## src/source/apb_subsys_pkg.sv

```systemverilog
// Shared widths, slot map, interrupt positions and bus structs; imported by every subsystem RTL file
package apb_subsys_pkg;

  // ----------------------------------------------------------
  // Bus widths and slot map
  // ----------------------------------------------------------
  localparam int AHB_AW   = 16;  // AHB address bits seen by the bridge
  localparam int DW       = 32;
  localparam int APB_AW   = 12;  // Offset inside one slot
  localparam int REGION_W = 4;   // HADDR[15:12]
  localparam int N_EXT    = 4;   // Slots 12..15 go off-chip
  localparam int EXT_BASE = 12;

  // ----------------------------------------------------------
  // Interrupt vector layout
  // ----------------------------------------------------------
  localparam int IRQ_W         = 32;
  localparam int IRQ_UART_RX0  = 0;   // rx/tx interleaved, stride 2
  localparam int IRQ_UART_TX0  = 1;
  localparam int IRQ_TIMER     = 9;
  localparam int IRQ_DUALTIMER = 10;
  localparam int IRQ_UART_OVF0 = 12;  // Overflow 0..2 at 12..14
  localparam int IRQ_GPIO_LSB  = 16;  // 8 GPIO lines at 16..23

  // AHB size codes
  localparam logic [2:0] HSIZE_BYTE = 3'b000;
  localparam logic [2:0] HSIZE_HALF = 3'b001;
  localparam logic [2:0] HSIZE_WORD = 3'b010;

  typedef struct packed {
    logic [REGION_W-1:0] region;  // Slot number
    logic [APB_AW-1:0]   offset;  // Becomes PADDR
  } ahb_addr_t;

  // Request driven to every slot, only PSEL differs
  typedef struct packed {
    logic [APB_AW-1:0] paddr;
    logic              pwrite;
    logic [DW-1:0]     pwdata;
    logic              penable;
  } apb_req_t;

  typedef struct packed {
    logic [DW-1:0] prdata;
    logic          pready;
    logic          pslverr;
  } apb_rsp_t;

  typedef struct packed {
    logic half_swap;  // Bytes within each halfword
    logic word_swap;  // Halfwords within the word
  } swap_ctl_t;

  // Raw peripheral interrupt lines, foreign clock domain
  typedef struct packed {
    logic [2:0] uart_rx;
    logic [2:0] uart_tx;
    logic [2:0] uart_rxovr;
    logic [2:0] uart_txovr;
    logic       timer;
    logic       dualtimer;
    logic [7:0] gpio;
    logic       wdog_int;
    logic       wdog_rst;
  } irq_src_t;

endpackage

```

## src/source/ahb_apb_ctrl.sv

```systemverilog
// AHB-Lite to APB phase controller for one transfer at a time, instantiated by the subsystem top
`timescale 1ns/1ps

module ahb_apb_ctrl
  import apb_subsys_pkg::*;
(
  input  logic                HCLK,
  input  logic                HRESETn,
  input  logic                i_hsel,
  input  ahb_addr_t           i_haddr,
  input  logic [1:0]          i_htrans,
  input  logic                i_hwrite,
  input  logic                i_hready,
  input  logic [DW-1:0]       i_wdata_le,   // Write data after byte reordering
  input  apb_rsp_t            i_rsp,        // Response of the selected slot
  output apb_req_t            o_req,
  output logic                o_psel_any,
  output logic [REGION_W-1:0] o_region,
  output logic                o_accept,     // Address phase strobe for the swap logic
  output logic                o_hreadyout,
  output logic                o_hresp,
  output logic [DW-1:0]       o_rdata_le,
  output logic                o_apbactive
);

  typedef enum logic [2:0] {
    ST_IDLE,
    ST_SETUP,
    ST_ACCESS,
    ST_ERR1,   // HRESP high, HREADYOUT low
    ST_ERR2    // HRESP high, HREADYOUT high
  } state_t;

  state_t        state_q;
  state_t        state_nxt;
  ahb_addr_t     addr_q;
  logic          write_q;
  logic          done_q;      // Completing cycle of an OK transfer
  logic [DW-1:0] rdata_q;
  logic          access_end;

  // Valid NONSEQ/SEQ with the bus ready
  assign o_accept   = i_hsel & i_htrans[1] & i_hready;
  assign access_end = (state_q == ST_ACCESS) & i_rsp.pready;

  // ----------------------------------------------------------
  // Phase sequencing
  // ----------------------------------------------------------
  always_comb
  begin
    state_nxt = state_q;
    case (state_q)
      ST_IDLE:   if (o_accept) state_nxt = ST_SETUP;
      ST_SETUP:  state_nxt = ST_ACCESS;
      ST_ACCESS:
      begin
        if (i_rsp.pready)  // Access ends, error or not
          state_nxt = i_rsp.pslverr ? ST_ERR1 : ST_IDLE;
      end
      ST_ERR1:   state_nxt = ST_ERR2;
      ST_ERR2:   state_nxt = o_accept ? ST_SETUP : ST_IDLE;  // Back-to-back allowed
      default:   state_nxt = ST_IDLE;
    endcase
  end

  always_ff @(posedge HCLK or negedge HRESETn)
  begin
    if (!HRESETn)
    begin
      state_q <= ST_IDLE;
      addr_q  <= '0;
      write_q <= 1'b0;
      done_q  <= 1'b0;
    end
    else
    begin
      state_q <= state_nxt;
      done_q  <= access_end & ~i_rsp.pslverr;
      if (o_accept)
      begin
        addr_q  <= i_haddr;   // Held through setup and access
        write_q <= i_hwrite;
      end
    end
  end

  // Read word captured as the access ends
  always_ff @(posedge HCLK)
  begin
    if (access_end)
      rdata_q <= i_rsp.prdata;
  end

  // ----------------------------------------------------------
  // Outputs
  // ----------------------------------------------------------
  assign o_psel_any    = (state_q == ST_SETUP) | (state_q == ST_ACCESS);
  assign o_req.penable = (state_q == ST_ACCESS);
  assign o_req.paddr   = addr_q.offset;
  assign o_req.pwrite  = write_q;
  assign o_req.pwdata  = i_wdata_le;    // HWDATA is stable through the data phase
  assign o_region      = addr_q.region;

  assign o_hreadyout = (state_q == ST_IDLE) | (state_q == ST_ERR2);
  assign o_hresp     = (state_q == ST_ERR1) | (state_q == ST_ERR2);
  assign o_rdata_le  = rdata_q;
  // Active until the completing cycle inclusive
  assign o_apbactive = (state_q != ST_IDLE) | done_q;

endmodule

```

## src/source/apb_slot_mux.sv

```systemverilog
// Region decode into external slot selects and response selection, between bridge and slots
`timescale 1ns/1ps

module apb_slot_mux
  import apb_subsys_pkg::*;
(
  input  logic                i_psel_any,    // Bridge is in setup or access
  input  logic [REGION_W-1:0] i_region,      // Registered HADDR[15:12]
  input  apb_rsp_t [N_EXT-1:0] i_ext_rsp,
  output logic [N_EXT-1:0]    o_ext_psel,
  output apb_rsp_t            o_rsp
);

  logic [N_EXT-1:0] ext_hit;   // One-hot, zero for slots 0..11
  logic             ext_any;

  // ----------------------------------------------------------
  // Decode
  // ----------------------------------------------------------
  always_comb
  begin
    ext_hit = '0;
    for (int i = 0; i < N_EXT; i++)
    begin
      if (i_region == REGION_W'(EXT_BASE + i))
        ext_hit[i] = 1'b1;
    end
  end

  assign ext_any    = |ext_hit;
  assign o_ext_psel = ext_hit & {N_EXT{i_psel_any}};  // Only while a transfer runs

  // ----------------------------------------------------------
  // Response select
  // ----------------------------------------------------------
  always_comb
  begin
    // Unpopulated slot answers at once
    o_rsp.prdata  = '0;
    o_rsp.pready  = 1'b1;
    o_rsp.pslverr = 1'b0;
    if (ext_any)
    begin
      o_rsp = '0;
      for (int i = 0; i < N_EXT; i++)
      begin
        if (ext_hit[i])
          o_rsp = i_ext_rsp[i];   // External prdata, pready, pslverr
      end
    end
  end

endmodule

```

## src/source/apb_subsys_top.sv

```systemverilog
// AHB-Lite slave to 16-slot APB subsystem top level, connecting bridge, swap, mux and interrupts
`timescale 1ns/1ps

module apb_subsys_top
  import apb_subsys_pkg::*;
(
  input  logic                 HCLK,
  input  logic                 HRESETn,
  // AHB-Lite slave port
  input  logic                 i_hsel,
  input  logic [AHB_AW-1:0]    i_haddr,
  input  logic [1:0]           i_htrans,
  input  logic                 i_hwrite,
  input  logic [2:0]           i_hsize,
  input  logic                 i_hready,
  input  logic [DW-1:0]        i_hwdata,
  output logic                 o_hreadyout,
  output logic [DW-1:0]        o_hrdata,
  output logic                 o_hresp,
  input  logic                 i_big_endian,
  // External APB slots 12..15
  output apb_req_t             o_apb,
  output logic [N_EXT-1:0]     o_ext_psel,
  input  apb_rsp_t [N_EXT-1:0] i_ext_rsp,
  output logic                 o_apbactive,
  // Interrupts
  input  irq_src_t             i_irq_src,
  output logic [IRQ_W-1:0]     o_irq,
  output logic                 o_wdog_int,
  output logic                 o_wdog_rst
);

  logic                psel_any;
  logic [REGION_W-1:0] region;
  logic                accept;
  logic [DW-1:0]       wdata_le;   // Swapped HWDATA
  logic [DW-1:0]       rdata_le;   // Captured PRDATA
  apb_rsp_t            rsp_mux;

  ahb_apb_ctrl ahb_apb_ctrl_i (
    .HCLK        (HCLK),
    .HRESETn     (HRESETn),
    .i_hsel      (i_hsel),
    .i_haddr     (i_haddr),
    .i_htrans    (i_htrans),
    .i_hwrite    (i_hwrite),
    .i_hready    (i_hready),
    .i_wdata_le  (wdata_le),
    .i_rsp       (rsp_mux),
    .o_req       (o_apb),
    .o_psel_any  (psel_any),
    .o_region    (region),
    .o_accept    (accept),
    .o_hreadyout (o_hreadyout),
    .o_hresp     (o_hresp),
    .o_rdata_le  (rdata_le),
    .o_apbactive (o_apbactive)
  );

  endian_swap endian_swap_i (
    .HCLK         (HCLK),
    .HRESETn      (HRESETn),
    .i_big_endian (i_big_endian),
    .i_accept     (accept),
    .i_hsize      (i_hsize),
    .i_hwdata     (i_hwdata),
    .i_rdata_le   (rdata_le),
    .o_wdata_le   (wdata_le),
    .o_hrdata     (o_hrdata)
  );

  apb_slot_mux apb_slot_mux_i (
    .i_psel_any (psel_any),
    .i_region   (region),
    .i_ext_rsp  (i_ext_rsp),
    .o_ext_psel (o_ext_psel),
    .o_rsp      (rsp_mux)
  );

  irq_collect irq_collect_i (
    .HCLK       (HCLK),
    .HRESETn    (HRESETn),
    .i_src      (i_irq_src),
    .o_irq      (o_irq),
    .o_wdog_int (o_wdog_int),
    .o_wdog_rst (o_wdog_rst)
  );

endmodule

```

## src/source/endian_swap.sv

```systemverilog
// Big-endian byte reordering of AHB write and read data, used between the AHB pins and the bridge
`timescale 1ns/1ps

module endian_swap
  import apb_subsys_pkg::*;
(
  input  logic          HCLK,
  input  logic          HRESETn,
  input  logic          i_big_endian,  // Level strap
  input  logic          i_accept,      // Transfer accepted this cycle
  input  logic [2:0]    i_hsize,
  input  logic [DW-1:0] i_hwdata,
  input  logic [DW-1:0] i_rdata_le,
  output logic [DW-1:0] o_wdata_le,
  output logic [DW-1:0] o_hrdata
);

  swap_ctl_t swap_nxt;
  swap_ctl_t swap_q;    // Valid for the whole data phase

  // Bytes within halfwords first, then halfwords
  function automatic logic [DW-1:0] reorder(input swap_ctl_t ctl, input logic [DW-1:0] d);
    logic [DW-1:0] h;
    h = ctl.half_swap ? {d[23:16], d[31:24], d[7:0], d[15:8]} : d;
    return ctl.word_swap ? {h[15:0], h[31:16]} : h;
  endfunction

  always_comb
  begin
    swap_nxt = '0;     // Little-endian mode
    if (i_big_endian)
    begin
      case (i_hsize)
        HSIZE_BYTE: swap_nxt = '0;
        HSIZE_HALF: swap_nxt.half_swap = 1'b1;
        HSIZE_WORD: swap_nxt = '{half_swap: 1'b1, word_swap: 1'b1};
        default:    swap_nxt = '0;
      endcase
    end
  end

  always_ff @(posedge HCLK or negedge HRESETn)
  begin
    if (!HRESETn)
      swap_q <= '0;
    else if (i_accept)
      swap_q <= swap_nxt;   // Address phase sample
  end

  assign o_wdata_le = reorder(swap_q, i_hwdata);
  assign o_hrdata   = reorder(swap_q, i_rdata_le);  // Same reordering back

endmodule

```

## src/source/irq_collect.sv

```systemverilog
// Two-flop HCLK synchronisers for peripheral interrupts and assembly of the 32-bit vector
`timescale 1ns/1ps

module irq_collect
  import apb_subsys_pkg::*;
(
  input  logic             HCLK,
  input  logic             HRESETn,
  input  irq_src_t         i_src,      // Asynchronous to HCLK
  output logic [IRQ_W-1:0] o_irq,
  output logic             o_wdog_int,
  output logic             o_wdog_rst
);

  // Lines after overrun merging
  typedef struct packed {
    logic [2:0] uart_rx;
    logic [2:0] uart_tx;
    logic [2:0] uart_ovf;
    logic       timer;
    logic       dualtimer;
    logic [7:0] gpio;
    logic       wdog_int;
    logic       wdog_rst;
  } irq_line_t;

  irq_line_t raw;
  irq_line_t meta_q;   // First stage, may go metastable
  irq_line_t sync_q;

  // ----------------------------------------------------------
  // Merge and synchronise
  // ----------------------------------------------------------
  assign raw.uart_rx   = i_src.uart_rx;
  assign raw.uart_tx   = i_src.uart_tx;
  assign raw.uart_ovf  = i_src.uart_rxovr | i_src.uart_txovr;  // Before the flops
  assign raw.timer     = i_src.timer;
  assign raw.dualtimer = i_src.dualtimer;
  assign raw.gpio      = i_src.gpio;
  assign raw.wdog_int  = i_src.wdog_int;
  assign raw.wdog_rst  = i_src.wdog_rst;

  always_ff @(posedge HCLK or negedge HRESETn)
  begin
    if (!HRESETn)
    begin
      meta_q <= '0;
      sync_q <= '0;
    end
    else
    begin
      meta_q <= raw;
      sync_q <= meta_q;   // Two edges of latency
    end
  end

  // ----------------------------------------------------------
  // Vector placement, unused bits stay zero
  // ----------------------------------------------------------
  always_comb
  begin
    o_irq = '0;
    for (int i = 0; i < 3; i++)
    begin
      o_irq[IRQ_UART_RX0 + 2*i] = sync_q.uart_rx[i];
      o_irq[IRQ_UART_TX0 + 2*i] = sync_q.uart_tx[i];
      o_irq[IRQ_UART_OVF0 + i]  = sync_q.uart_ovf[i];
    end
    o_irq[IRQ_TIMER]         = sync_q.timer;
    o_irq[IRQ_DUALTIMER]     = sync_q.dualtimer;
    o_irq[IRQ_GPIO_LSB +: 8] = sync_q.gpio;
  end

  assign o_wdog_int = sync_q.wdog_int;  // NMI source
  assign o_wdog_rst = sync_q.wdog_rst;  // To reset generator

endmodule
```

## config.mk

```make
export PLATFORM = sky130hd
export DESIGN_NAME = apb_subsys_top
export DESIGN_NICKNAME = d
export VERILOG_FILES = /design/src/source/apb_subsys_pkg.sv /design/src/source/ahb_apb_ctrl.sv /design/src/source/apb_slot_mux.sv /design/src/source/apb_subsys_top.sv /design/src/source/endian_swap.sv /design/src/source/irq_collect.sv
export SDC_FILE = /design/constraint.sdc
export NUM_CORES = 1
export LEC_CHECK = 0
export BUFFER_PORTS_ARGS = -buffer_cell sky130_fd_sc_hd__buf_2
export CAP_MARGIN = 20
export CORE_MARGIN = 3
export CORE_UTILIZATION = 28
export DETAILED_ROUTE_END_ITERATION = 8
export PLACE_DENSITY = 0.54
export SLEW_MARGIN = 40
export SYNTH_ARGS = -nofsm -noshare
export SYNTH_HDL_FRONTEND = slang
export SYNTH_HIERARCHICAL = 1
export SYNTH_SLANG_ARGS = --single-unit
```

## constraint.sdc

```tcl
create_clock -name HCLK -period 1.9 [get_ports HCLK]
set_input_delay 0.38 -clock HCLK [delete_from_list [all_inputs] [get_ports HCLK]]
set_output_delay 0.38 -clock HCLK [all_outputs]
set_load 0.02 [all_outputs]
```

# == After elaboration in Yosys (flattened, before gate mapping) ==
# Cells that the tools add are included.
# word_totals
output_inout_bits,119
wordCells,73
regBits,97
# classes
n_reduce_logical,5
muxes,21
eq_ne,12
bitwise_logic,11
# op_table
operator,count
$mux W34,4
$mux W32,4
$eq A4 B4 Y1 const B,4
$pmux W3 S5,1
$eq A3 B2 Y1 const B,3
$mux W1,7
$eq A3 B1 Y1 const B,2
$mux W2,3
$mux W3,2
$and A1 B1 Y1,4
$and A4 B4 Y4,1
$ne A2 B1 Y1 const B,2
$or A1 B1 Y1,4
$reduce_or A4 Y1,1
$eq A3 B3 Y1 const B,1
$logic_not A3 Y1,1
$or A3 B3 Y3,1
$reduce_bool A3 Y1,1
$reduce_and A2 Y1,1
$reduce_or A2 Y1,1
$not A1 Y1,1

# == Logic depth before layout (Yosys ltp) ==
# Gate-level depths: netlist of run 1.
# depth
word_depth,10
ltp_mapped,8

# == Modules after synthesis ==
# Netlist of run 1, hierarchy kept.
# by_module_without_submodules
module,instances,seq_area_each_um2,cells_per_inst,area_each_um2
ahb_apb_ctrl,1,1486.4,124,2092.0
endian_swap,1,50.0,86,1695.4
irq_collect,1,1051.0,59,1171.1
apb_slot_mux,1,0.0,125,1058.5

# == Worst setup path before layout of run 1 ==
# Ideal clock, no wire load.
# synth_timing
path_kind,register to register
from,"register ahb_apb_ctrl_i.addr_q, in the netlist ahb_apb_ctrl_i/o_region[1]"
to,"register ahb_apb_ctrl_i.rdata_q[0] (netlist: ahb_apb_ctrl_i/o_rdata_le[0]), enable pin"
synth_period_minus_slack_ns,2.063
arrival_time_ns,1.671
path_slack_ns,-0.163
path_stages_with_launch,5
setup_ns,0.392
path_cell_list,dfrtp_1 > buf_4 > mux2_1 > o22a_1 > and2_1
# synth_lines
element,line,source
start: declaration,ahb_apb_ctrl.sv:36,ahb_addr_t addr_q;
start signal: assignment,ahb_apb_ctrl.sv:81,addr_q <= i_haddr;
end signal: assignment,ahb_apb_ctrl.sv:91,rdata_q <= i_rsp.prdata;
end: declaration,ahb_apb_ctrl.sv:39,logic [DW-1:0] rdata_q;

# == Worst setup path after layout of run 1 ==
# layout_timing
from,register endian_swap_i/swap_q[1] (netlist bit)
to,output o_hrdata[11]
# layout_between
elab_chain_len,2
# layout_lines
element,line,source
start: declaration,endian_swap.sv:19,swap_ctl_t swap_q;
start signal: assignment,endian_swap.sv:47,swap_q <= swap_nxt;
$mux W32,endian_swap.sv:24,"h = ctl.half_swap ? {d[23:16], d[31:24], d[7:0], d[15:8]} : d;"
$mux W32,endian_swap.sv:25,"return ctl.word_swap ? {h[15:0], h[31:16]} : h;"
end: declaration,apb_subsys_top.sv:18,"output logic [DW-1:0] o_hrdata,"
# No other way between the ends.

==> results.txt, run 1 <==
Req. time, crit path - 1.52 ns
Clock Root Buffer - clkbuf_16
Area contributors post-synth - dfrtp_1 (27%), mux4_2 (24%), edfxtp_1 (16%), mux2i_1 (11%), buf_4 (6.9%)
DP Wirelength - 14,000 um
Core Region - 20,700 um^2
Psw - 2.34 mW
Post-synth EDFFs - 32
skew final - 0.00987 ns
DR iter-0 viols - 150
Setup TNS Final - -12.82 ns
Net Sw Frac - 0.340
# Max-Cap Violations - 0
Total Wirelength - 17,900 um
R2R Path End - ahb_apb_ctrl_i/o_rdata_le[22]
Avg WL per Cell - 18.4 um
Pwr Density - 828 nW/um^2
Synth async-reset ratio - 0.670
Layout area overhead - 38.2%
fin nets - 918
IO Pins - 338
share of layout cells above drive strength 1 - 0.669
LEAKAGE - 3.79 nW
crit start category - flip-flop
top-count cell post-synth - mux2i_1
Register-to-Register Path Depth - 4
largest net degree at the start of global routing - 66
post-route worst setup slack - -0.254 ns
Inserted Clock Buffers - 9
# port buffers - 323
remaining antenna violation count after routing - 0
Max Fclk - 464 MHz
area of the mapped netlist - 6020 um^2
Commonest cells post-synth - mux2i_1 (66), dfrtp_1 (65), mux4_2 (64), buf_4 (55), o22ai_1 (34)
part of the cycle the worst path needs - 1.13
setup violators final - 67
DRC - 0
clock sink count - 97
grt ovf - 0
critical-path maximum fanout - 14
initial core utilization - 0.291
RSZ-0062 raised after global routing - yes
Final min period - 2.15 ns
Syn Inst Count - 394
clk_lat worst skew - 0.35 ns
share of the yosys chip area belonging to registers - 0.430
Synth top area share - 0.270
clock power share - 0.266
detailed-route vias per instance - 4.76
FP Rows - 52
CTS Hold Bufs - 0
Int Power - 4.55 mW
Avg Cell Area, Syn - 15.3 um^2
global-route usage over all layers - 0.145
Critical-path top delay cell - mux4_2
Inserted Diodes - 0
Yosys top cell by area - dfrtp_1
peak supply drop - 0.595 mV
violated checks - negative setup slack
Min Hold Slack - 0.0350 ns
CTS clk-pin slew, worst paths - 0.08 ns
CP arrival - 1.77 ns
DP Worst Slack - 0.0885 ns
crit-path cells - buf_12 > mux4_2 > buf_6
worst hold path type - in2async
H-tree depth - 3
initial antenna violation count - 1
buffer and inverter count on the worst path - 2
Crit Path Category - reg2out
Final Hold Viols - 0
TritonCTS clock tree - done
yosys synthesis warning count - 6
Comb pwr share - 0.365
DIE AREA - 23,300 um^2
via count - 4,632
R2R Setup Slk - 0.07 ns
Die Ht - 153 um
Unique masters post-synth - 34
critical path's largest stage delay - 0.54 ns
RR Startpoint - ahb_apb_ctrl_i/o_region[1]
routability cong. - 0.946
deepest clock path buffer count - 2
die width - 153 um
number of global-route vias before repair - 4,876
CP top delay family - multiplexers
status - complete, but fails checks
Seq pwr share - 0.369
number of detailed-route iterations in the first pass - 4
Yosys reg bits - 97
Worst Setup End Kind - primary output
count of pins over their slew limit - 0
first-pass GRT wire length - 26,900 um
leading register cell type out of synthesis - dfrtp_1
-- through the flow --
stage | utilization | power (mW) | instance area [um^2] | cells
after CTS | 0.391 | 6.89 | 8100 | 966
after global placement | 0.367 | 4.88 | 7590 | 940
after detailed placement | 0.367 | 4.93 | 7590 | 940
final | 0.402 | 6.88 | 8310 | 974
after global routing | 0.402 | 7.26 | 8310 | 974
after floorplan | - | 4.28 | 6060 | 406
-- area by class of cell --
class / instances / area [um^2]
Tap cell: 270 / 338
Sequential cell: 97 / 2600
Clock buffer: 9 / 225
Fill cell: 1962 / 12400
Clock inverter: 7 / 70.1
Inverter: 4 / 15.0
Timing Repair Buffer: 357 / 2180
Multi-Input combinational cell: 230 / 2890
-- kinds of logic (layout without fill, tap and decap cells) --
logic type | Yosys count | after routing | share of synthesized area
other cells | 1 | 13 | 0.000623
compound gates | 40 | 40 | 0.0424
buf+inv | 79 | 377 | 0.107
simple gates | 26 | 26 | 0.0268
flops | 97 | 97 | 0.430
mux | 150 | 150 | 0.392
xor+xnor | 1 | 1 | 0.00146
-- power groups by stage --
stage	Sequential (mW)	Combinational, mW	Clock [mW]
floorplan	2.60	1.68	0
detailed placement	2.57	2.36	0
CTS	2.53	2.45	1.91
global placement	2.56	2.33	0
global route	2.56	2.69	2.01
finish	2.54	2.52	1.83
-- routing by layer --
metal  GRT usage  vias up  share of wire
met1       0.167     2265           0.37
met4      0.0297        0          0.011
met2       0.255      243           0.52
met3      0.0588       14           0.10
met5           0        -              0
li1            -     2110              -
-- worst max-delay path by stage --
stage | end | startpoint | depth (start not counted)
finish | o_hrdata[11] | endian_swap_i/swap_q[1] | 3
CTS | o_hrdata[11] | endian_swap_i/swap_q[1] | 3
detailed placement | o_hrdata[11] | endian_swap_i/swap_q[1] | 3
global route | o_hrdata[7] | endian_swap_i/swap_q[1] | 3
global placement | o_hrdata[11] | endian_swap_i/swap_q[1] | 3
floorplan | ahb_apb_ctrl_i/o_rdata_le[0] | ahb_apb_ctrl_i/o_region[1] | 4
-- placed cells by master (no fill, tap or decap), drive strengths merged, types with 2 or more instances in the layout --
| cell | instances |
|---|---|
| nor2 | 5 |
| mux2 | 20 |
| dfrtp | 65 |
| o22ai | 34 |
| clkbuf | 11 |
| inv | 9 |
| nor3 | 2 |
| nand3b | 2 |
| a21o | 2 |
| buf | 354 |
| nand2b | 2 |
| or2 | 3 |
| nand3 | 3 |
| and2 | 3 |
| a21oi | 2 |
| mux2i | 66 |
| edfxtp | 32 |
| mux4 | 64 |
| clkinv | 2 |
| conb | 13 |
-- state kept, by name (all words and copies together), names as in the netlist --
signal                     flops
ahb_apb_ctrl_i/write_q         1
irq_collect_i/o_irq           19
ahb_apb_ctrl_i/state_q         3
ahb_apb_ctrl_i/o_req          12
ahb_apb_ctrl_i/done_q          1
ahb_apb_ctrl_i/o_region        4
irq_collect_i/meta_q          21
ahb_apb_ctrl_i/o_rdata_le     32
irq_collect_i/o_wdog_rst       1
irq_collect_i/o_wdog_int       1
endian_swap_i/swap_q           2
-- what timing repair did --
action                     CTS  global route
pin swaps                    4             5
setup endpoints to repair   68            73
resized for setup           27            30
cloned                       1             2
buffers inserted             9             6
Power figures use the tool's default switching activity.
==> run 2, diff against run 1 <==
--- a/config.mk
+++ b/config.mk
@@ -7,10 +7,11 @@
 export LEC_CHECK = 0
 export BUFFER_PORTS_ARGS = -buffer_cell sky130_fd_sc_hd__buf_2
 export CAP_MARGIN = 20
-export CORE_MARGIN = 3
-export CORE_UTILIZATION = 28
+export CORE_AREA = 3 3 129 131
 export DETAILED_ROUTE_END_ITERATION = 8
-export PLACE_DENSITY = 0.54
+export DIE_AREA = 0 0 132 134
+export PLACE_DENSITY = 0.71
+export SKIP_LAST_GASP = 1
 export SLEW_MARGIN = 40
 export SYNTH_ARGS = -nofsm -noshare
 export SYNTH_HDL_FRONTEND = slang
==> run 2 against run 1 <==
The run still ends with negative setup slack left; worst hold slack worse by 0.0035 ns; critical path depth is 1 higher; die area is 24% lower; sequential share of layout area is 0.96 points lower; critical path type unchanged.
==> results.txt, run 2 (synthesis gave the netlist of run 1 again) <==
status - complete, but fails checks
violated checks - negative setup slack
Total Wirelength - 17,800 um
FP Rows - 46
part of the cycle the worst path needs - 1.13
clock sink count - 97
IO Pins - 338
Max Fclk - 464 MHz
Clock Root Buffer - clkbuf_16
Setup crit start - endian_swap_i/swap_q[0]
Net Sw Frac - 0.334
largest net degree at the start of global routing - 66
routability cong. - 0.877
clk_lat worst skew - 0.34 ns
share of layout cells above drive strength 1 - 0.671
DRC - 0
crit start category - flip-flop
RSZ-0062 raised after global routing - yes
deepest clock path buffer count - 2
DP Wirelength - 13,900 um
Crit Path Category - reg2out
Inserted Clock Buffers - 9
setup violators final - 65
count of pins over their slew limit - 0
die width - 132 um
TritonCTS clock tree - done
# Max-Cap Violations - 0
fin nets - 926
Pwr Density - 830 nW/um^2
post-layout util - 0.546
RR Startpoint - ahb_apb_ctrl_i/o_region[1]
Core Region - 15,700 um^2
R2R Path End - ahb_apb_ctrl_i/o_rdata_le[29]
clock power share - 0.261
CTS clk-pin slew, worst paths - 0.07 ns
grt ovf - 0
Die Ht - 134 um
peak supply drop - 0.679 mV
Layout area overhead - 42.6%
Avg WL per Cell - 19.2 um
# port buffers - 323
Req. time, crit path - 1.52 ns
initial core utilization - 0.383
Final Hold Viols - 0
CP endpoint - o_hrdata[16]
post-route worst setup slack - -0.255 ns
commonest cells after routing, fill and taps aside - buf_2 (273), mux2i_1 (66), mux4_2 (64), dfrtp_1 (61), buf_6 (51)
global-route usage over all layers - 0.195
H-tree depth - 3
max reg flops - 32
via count - 4,730
worst hold path type - in2async
Seq pwr share - 0.355
LEAKAGE - 3.91 nW
number of detailed-route iterations in the first pass - 4
Psw - 2.38 mW
DP Worst Slack - 0.0940 ns
most common cell after layout, fill and taps aside - buf_2
Worst Setup End Kind - primary output
CTS Hold Bufs - 0
initial antenna violation count - 2
CP arrival - 1.77 ns
remaining antenna violation count after routing - 0
R2R Setup Slk - 0.14 ns
Int Power - 4.74 mW
number of global-route vias before repair - 5,085
detailed-route vias per instance - 5.09
Final Power - 7.12 mW
first-pass GRT wire length - 26,900 um
critical-path maximum fanout - 6
Comb pwr share - 0.383
skew final - 0.00877 ns
Register-to-Register Path Depth - 4
DR iter-0 viols - 270
DIE AREA - 17,700 um^2
Final min period - 2.15 ns
run 2: changes by cell type in the layout (fill, tap and decap cells not counted), moves of 2 or more:
cell    delta
buf_2     -32
buf_6     +30
buf_4      +4
buf_12     +3
inv_6      -3
buf_8      +2
inv_8      +2
nor2_1     +2
run 2: worst max-delay path, cell delays in order (launching register included):
cell     delay (ns)
dfrtp_2        0.45
buf_4          0.15
buf_12         0.13
mux4_2         0.51
buf_2          0.18
run 2: cell type report:
class | instances | area, um^2
sequential | 97 | 2600
clock buffer | 9 | 225
inverter | 4 | 15.0
antenna | 1 | 2.50
multi-input combinational | 230 | 2880
tap | 216 | 270
timing repair buffer | 365 | 2500
fill | 1311 | 7130
clock inverter | 7 | 86.3
run 2: worst min path at each step:
stage | start | end | slack (ns) | depth (start not counted)
floorplan | HRESETn | ahb_apb_ctrl_i/done_q | 0.08 | 0
global placement | irq_collect_i/meta_q[10] | irq_collect_i/o_irq[10] | 0.33 | 0
detailed placement | irq_collect_i/meta_q[13] | irq_collect_i/o_irq[13] | 0.33 | 0
CTS | HRESETn | ahb_apb_ctrl_i/o_req[36] | 0.03 | 2
global route | HRESETn | irq_collect_i/meta_q[10] | 0.04 | 2
finish | HRESETn | irq_collect_i/o_irq[10] | 0.03 | 2
run 2: metrics by stage:
step           hold slack [ns]  cell area, um^2  cells  setup TNS (ns)
2_1_floorplan           0.0844             6060    406               0
3_3_place_gp             0.331             7570    894               0
3_5_place_dp             0.335             7570    894               0
4_1_cts                 0.0272             8360    921          -15.00
5_1_grt                 0.0421             8580    929          -17.92
6_report                0.0315             8580    929          -13.76
run 2: layer usage:
layer | global-route usage | part of all wire | vias up
met3 | 0.0521 | 0.080 | 9
met1 | 0.229 | 0.37 | 2326
met5 | 0 | 0.00073 | -
met2 | 0.353 | 0.54 | 256
met4 | 0.0543 | 0.0068 | 2
li1 | - | - | 2137
run 2: power by group through the flow:
stage	logic (mW)	registers, mW	clock network [mW]
2_1_floorplan	1.68	2.60	0
3_3_place_gp	2.30	2.56	0
3_5_place_dp	2.36	2.57	0
4_1_cts	2.65	2.53	1.93
5_1_grt	2.90	2.56	2.02
6_report	2.73	2.53	1.86
run 2: what timing repair did:
item / CTS / global route
setup endpoints to repair: 68 / 69
setup buffers: 9 / 5
pin swaps: 2 / 1
gates resized for setup: 94 / 33
gates cloned: 2 / 2
==> run 3, diff against run 2 <==
--- a/config.mk
+++ b/config.mk
@@ -10,7 +10,8 @@
 export CORE_AREA = 3 3 129 131
 export DETAILED_ROUTE_END_ITERATION = 8
 export DIE_AREA = 0 0 132 134
-export PLACE_DENSITY = 0.71
+export MAX_ROUTING_LAYER = met4
+export PLACE_DENSITY = 0.78
 export SKIP_LAST_GASP = 1
 export SLEW_MARGIN = 40
 export SYNTH_ARGS = -nofsm -noshare
==> run 3 against run 2 <==
The flow still finishes with violations (negative setup slack); cell count down 0.75%; register-to-register slack about the same; clock power about the same; clock skew down 0.0031 ns; die area unchanged; cell area down 3.0%; routed wire length down 1.3%; highest routed layer is now met4; critical path depth down 1; sequential power about the same; first-iteration DRC count down 16%; global-route usage up 0.32 points; clock-buffer cell count unchanged.
==> results.txt, run 3 (synthesis gave the netlist of run 1 again) <==
LEAKAGE - 3.81 nW
crit-path cells - buf_12 > mux4_2 > buf_2
clock power share - 0.265
Avg WL per Cell - 19.1 um
Clock Root Buffer - clkbuf_16
Final Hold Viols - 0
Max Fclk - 459 MHz
remaining antenna violation count after routing - 0
Worst Setup End Kind - primary output
setup violators final - 65
status - complete, but fails checks
largest net degree at the start of global routing - 66
CP top delay family - multiplexers
Int Power - 4.60 mW
worst hold path type - in2async
Critical-path top delay cell - mux4_2
number of global-route vias before repair - 4,636
CP arrival - 1.80 ns
commonest cells after routing, fill and taps aside - buf_2 (298), mux2i_1 (66), mux4_2 (64), dfrtp_1 (61), o22ai_1 (34)
H-tree depth - 3
clock sink count - 97
post-route worst setup slack - -0.278 ns
TritonCTS clock tree - done
fin nets - 918
count of pins over their slew limit - 0
violated checks - negative setup slack
CTS clk-pin slew, worst paths - 0.08 ns
Crit Path Category - reg2out
FP Rows - 46
die width - 132 um
grt ovf - 0
critical path's largest stage delay - 0.55 ns
# Max-Cap Violations - 0
Net Sw Frac - 0.338
Min Hold Slack - 0.0192 ns
DR iter-0 viols - 227
clk_lat worst skew - 0.35 ns
Psw - 2.35 mW
CTS Hold Bufs - 0
RSZ-0062 raised after global routing - yes
detailed-route vias per instance - 5.05
share of layout cells above drive strength 1 - 0.668
initial core utilization - 0.383
fill count - 1,298
# port buffers - 323
global-route usage over all layers - 0.198
routability cong. - 0.777
DRC - 0
peak supply drop - 0.643 mV
number of detailed-route iterations in the first pass - 4
Pwr Density - 835 nW/um^2
Req. time, crit path - 1.52 ns
placed instance area - 7540 um^2
Comb pwr share - 0.369
DP Wirelength - 13,300 um
part of the cycle the worst path needs - 1.15
first-pass GRT wire length - 25,900 um
Seq pwr share - 0.366
Setup TNS Final - -14.36 ns
skew final - 0.00568 ns
Final min period - 2.18 ns
max reg flops - 32
Layout area overhead - 38.4%
most common cell after layout, fill and taps aside - buf_2
via count - 4,656
initial antenna violation count - 2
DIE AREA - 17,700 um^2
Final Power - 6.95 mW
Inserted Clock Buffers - 9
fin area - 8330 um^2
critical-path maximum fanout - 14
buffer and inverter count on the worst path - 2
IO Pins - 338
Die Ht - 134 um
Core Region - 15,700 um^2
crit start category - flip-flop
deepest clock path buffer count - 2
Total Wirelength - 17,600 um
run 3: what timing repair did:
item | 4_1_cts | 5_1_grt
gates cloned | 5 | 1
endpoints found under the setup margin | 68 | 69
setup buffers | 7 | 5
endpoints found under the hold margin | 0 | 0
gates resized for setup | 44 | 30
pin swaps | 4 | 2
run 3: final cells by class:
type                       count  area [um^2]  share of cell area
multi-input combinational    230         2880               0.346
antenna                        2         5.00            0.000601
timing repair buffer         357         2250               0.270
tap                          216          270              0.0325
sequential                    97         2600               0.312
clock inverter                 7         78.8             0.00947
clock buffer                   9          225              0.0270
inverter                       4         15.0             0.00180
run 3: worst reg2reg max path, cell delays in order (launching register included):
cell	delay [ns]
dfrtp_4	0.52
mux2_1	0.35
o22a_1	0.25
and2_2	0.20
buf_12	0.17
run 3: routing by layer:
metal  global-route usage  vias up  wire length, um
li1                     -     2125                -
met1                0.232     2271             6640
met2                0.339      240             9420
met3               0.0461       20             1270
met4               0.0665        0              282
met5                    -        -                0
run 3: final timing paths:
path	start	endpoint	slack (ns)	cells after the start
hold / removal	HRESETn	irq_collect_i/meta_q[20]	0.02	2
setup / recovery	endian_swap_i/swap_q[1]	o_hrdata[13]	-0.28	3
min in group HCLK	i_irq_src[21]	irq_collect_i/meta_q[18]	0.13	1
setup reg to reg	ahb_apb_ctrl_i/o_region[1]	ahb_apb_ctrl_i/o_rdata_le[27]	0.14	4
hold reg to reg	irq_collect_i/meta_q[19]	irq_collect_i/o_irq[2]	0.35	0
max in group asynchronous	HRESETn	endian_swap_i/swap_q[1]	1.56	2
run 3: power by group through the flow:
| stage | clock [mW] | sequential [mW] | combinational [mW] |
|---|---|---|---|
| 6_report | 1.84 | 2.54 | 2.57 |
| 5_1_grt | 1.98 | 2.56 | 2.74 |
| 4_1_cts | 1.89 | 2.54 | 2.53 |
| 3_5_place_dp | 0 | 2.57 | 2.35 |
| 3_3_place_gp | 0 | 2.56 | 2.32 |
| 2_1_floorplan | 0 | 2.60 | 1.68 |
run 3: stage by stage:
step / utilization / worst slack (ns) / cells
finish: 0.530 / -0.278 / 922
global route: 0.530 / -0.346 / 922
CTS: 0.523 / -0.334 / 916
detailed placement: 0.480 / 0.0311 / 888
global placement: 0.480 / 0.0498 / 888
floorplan: - / 0.169 / 406
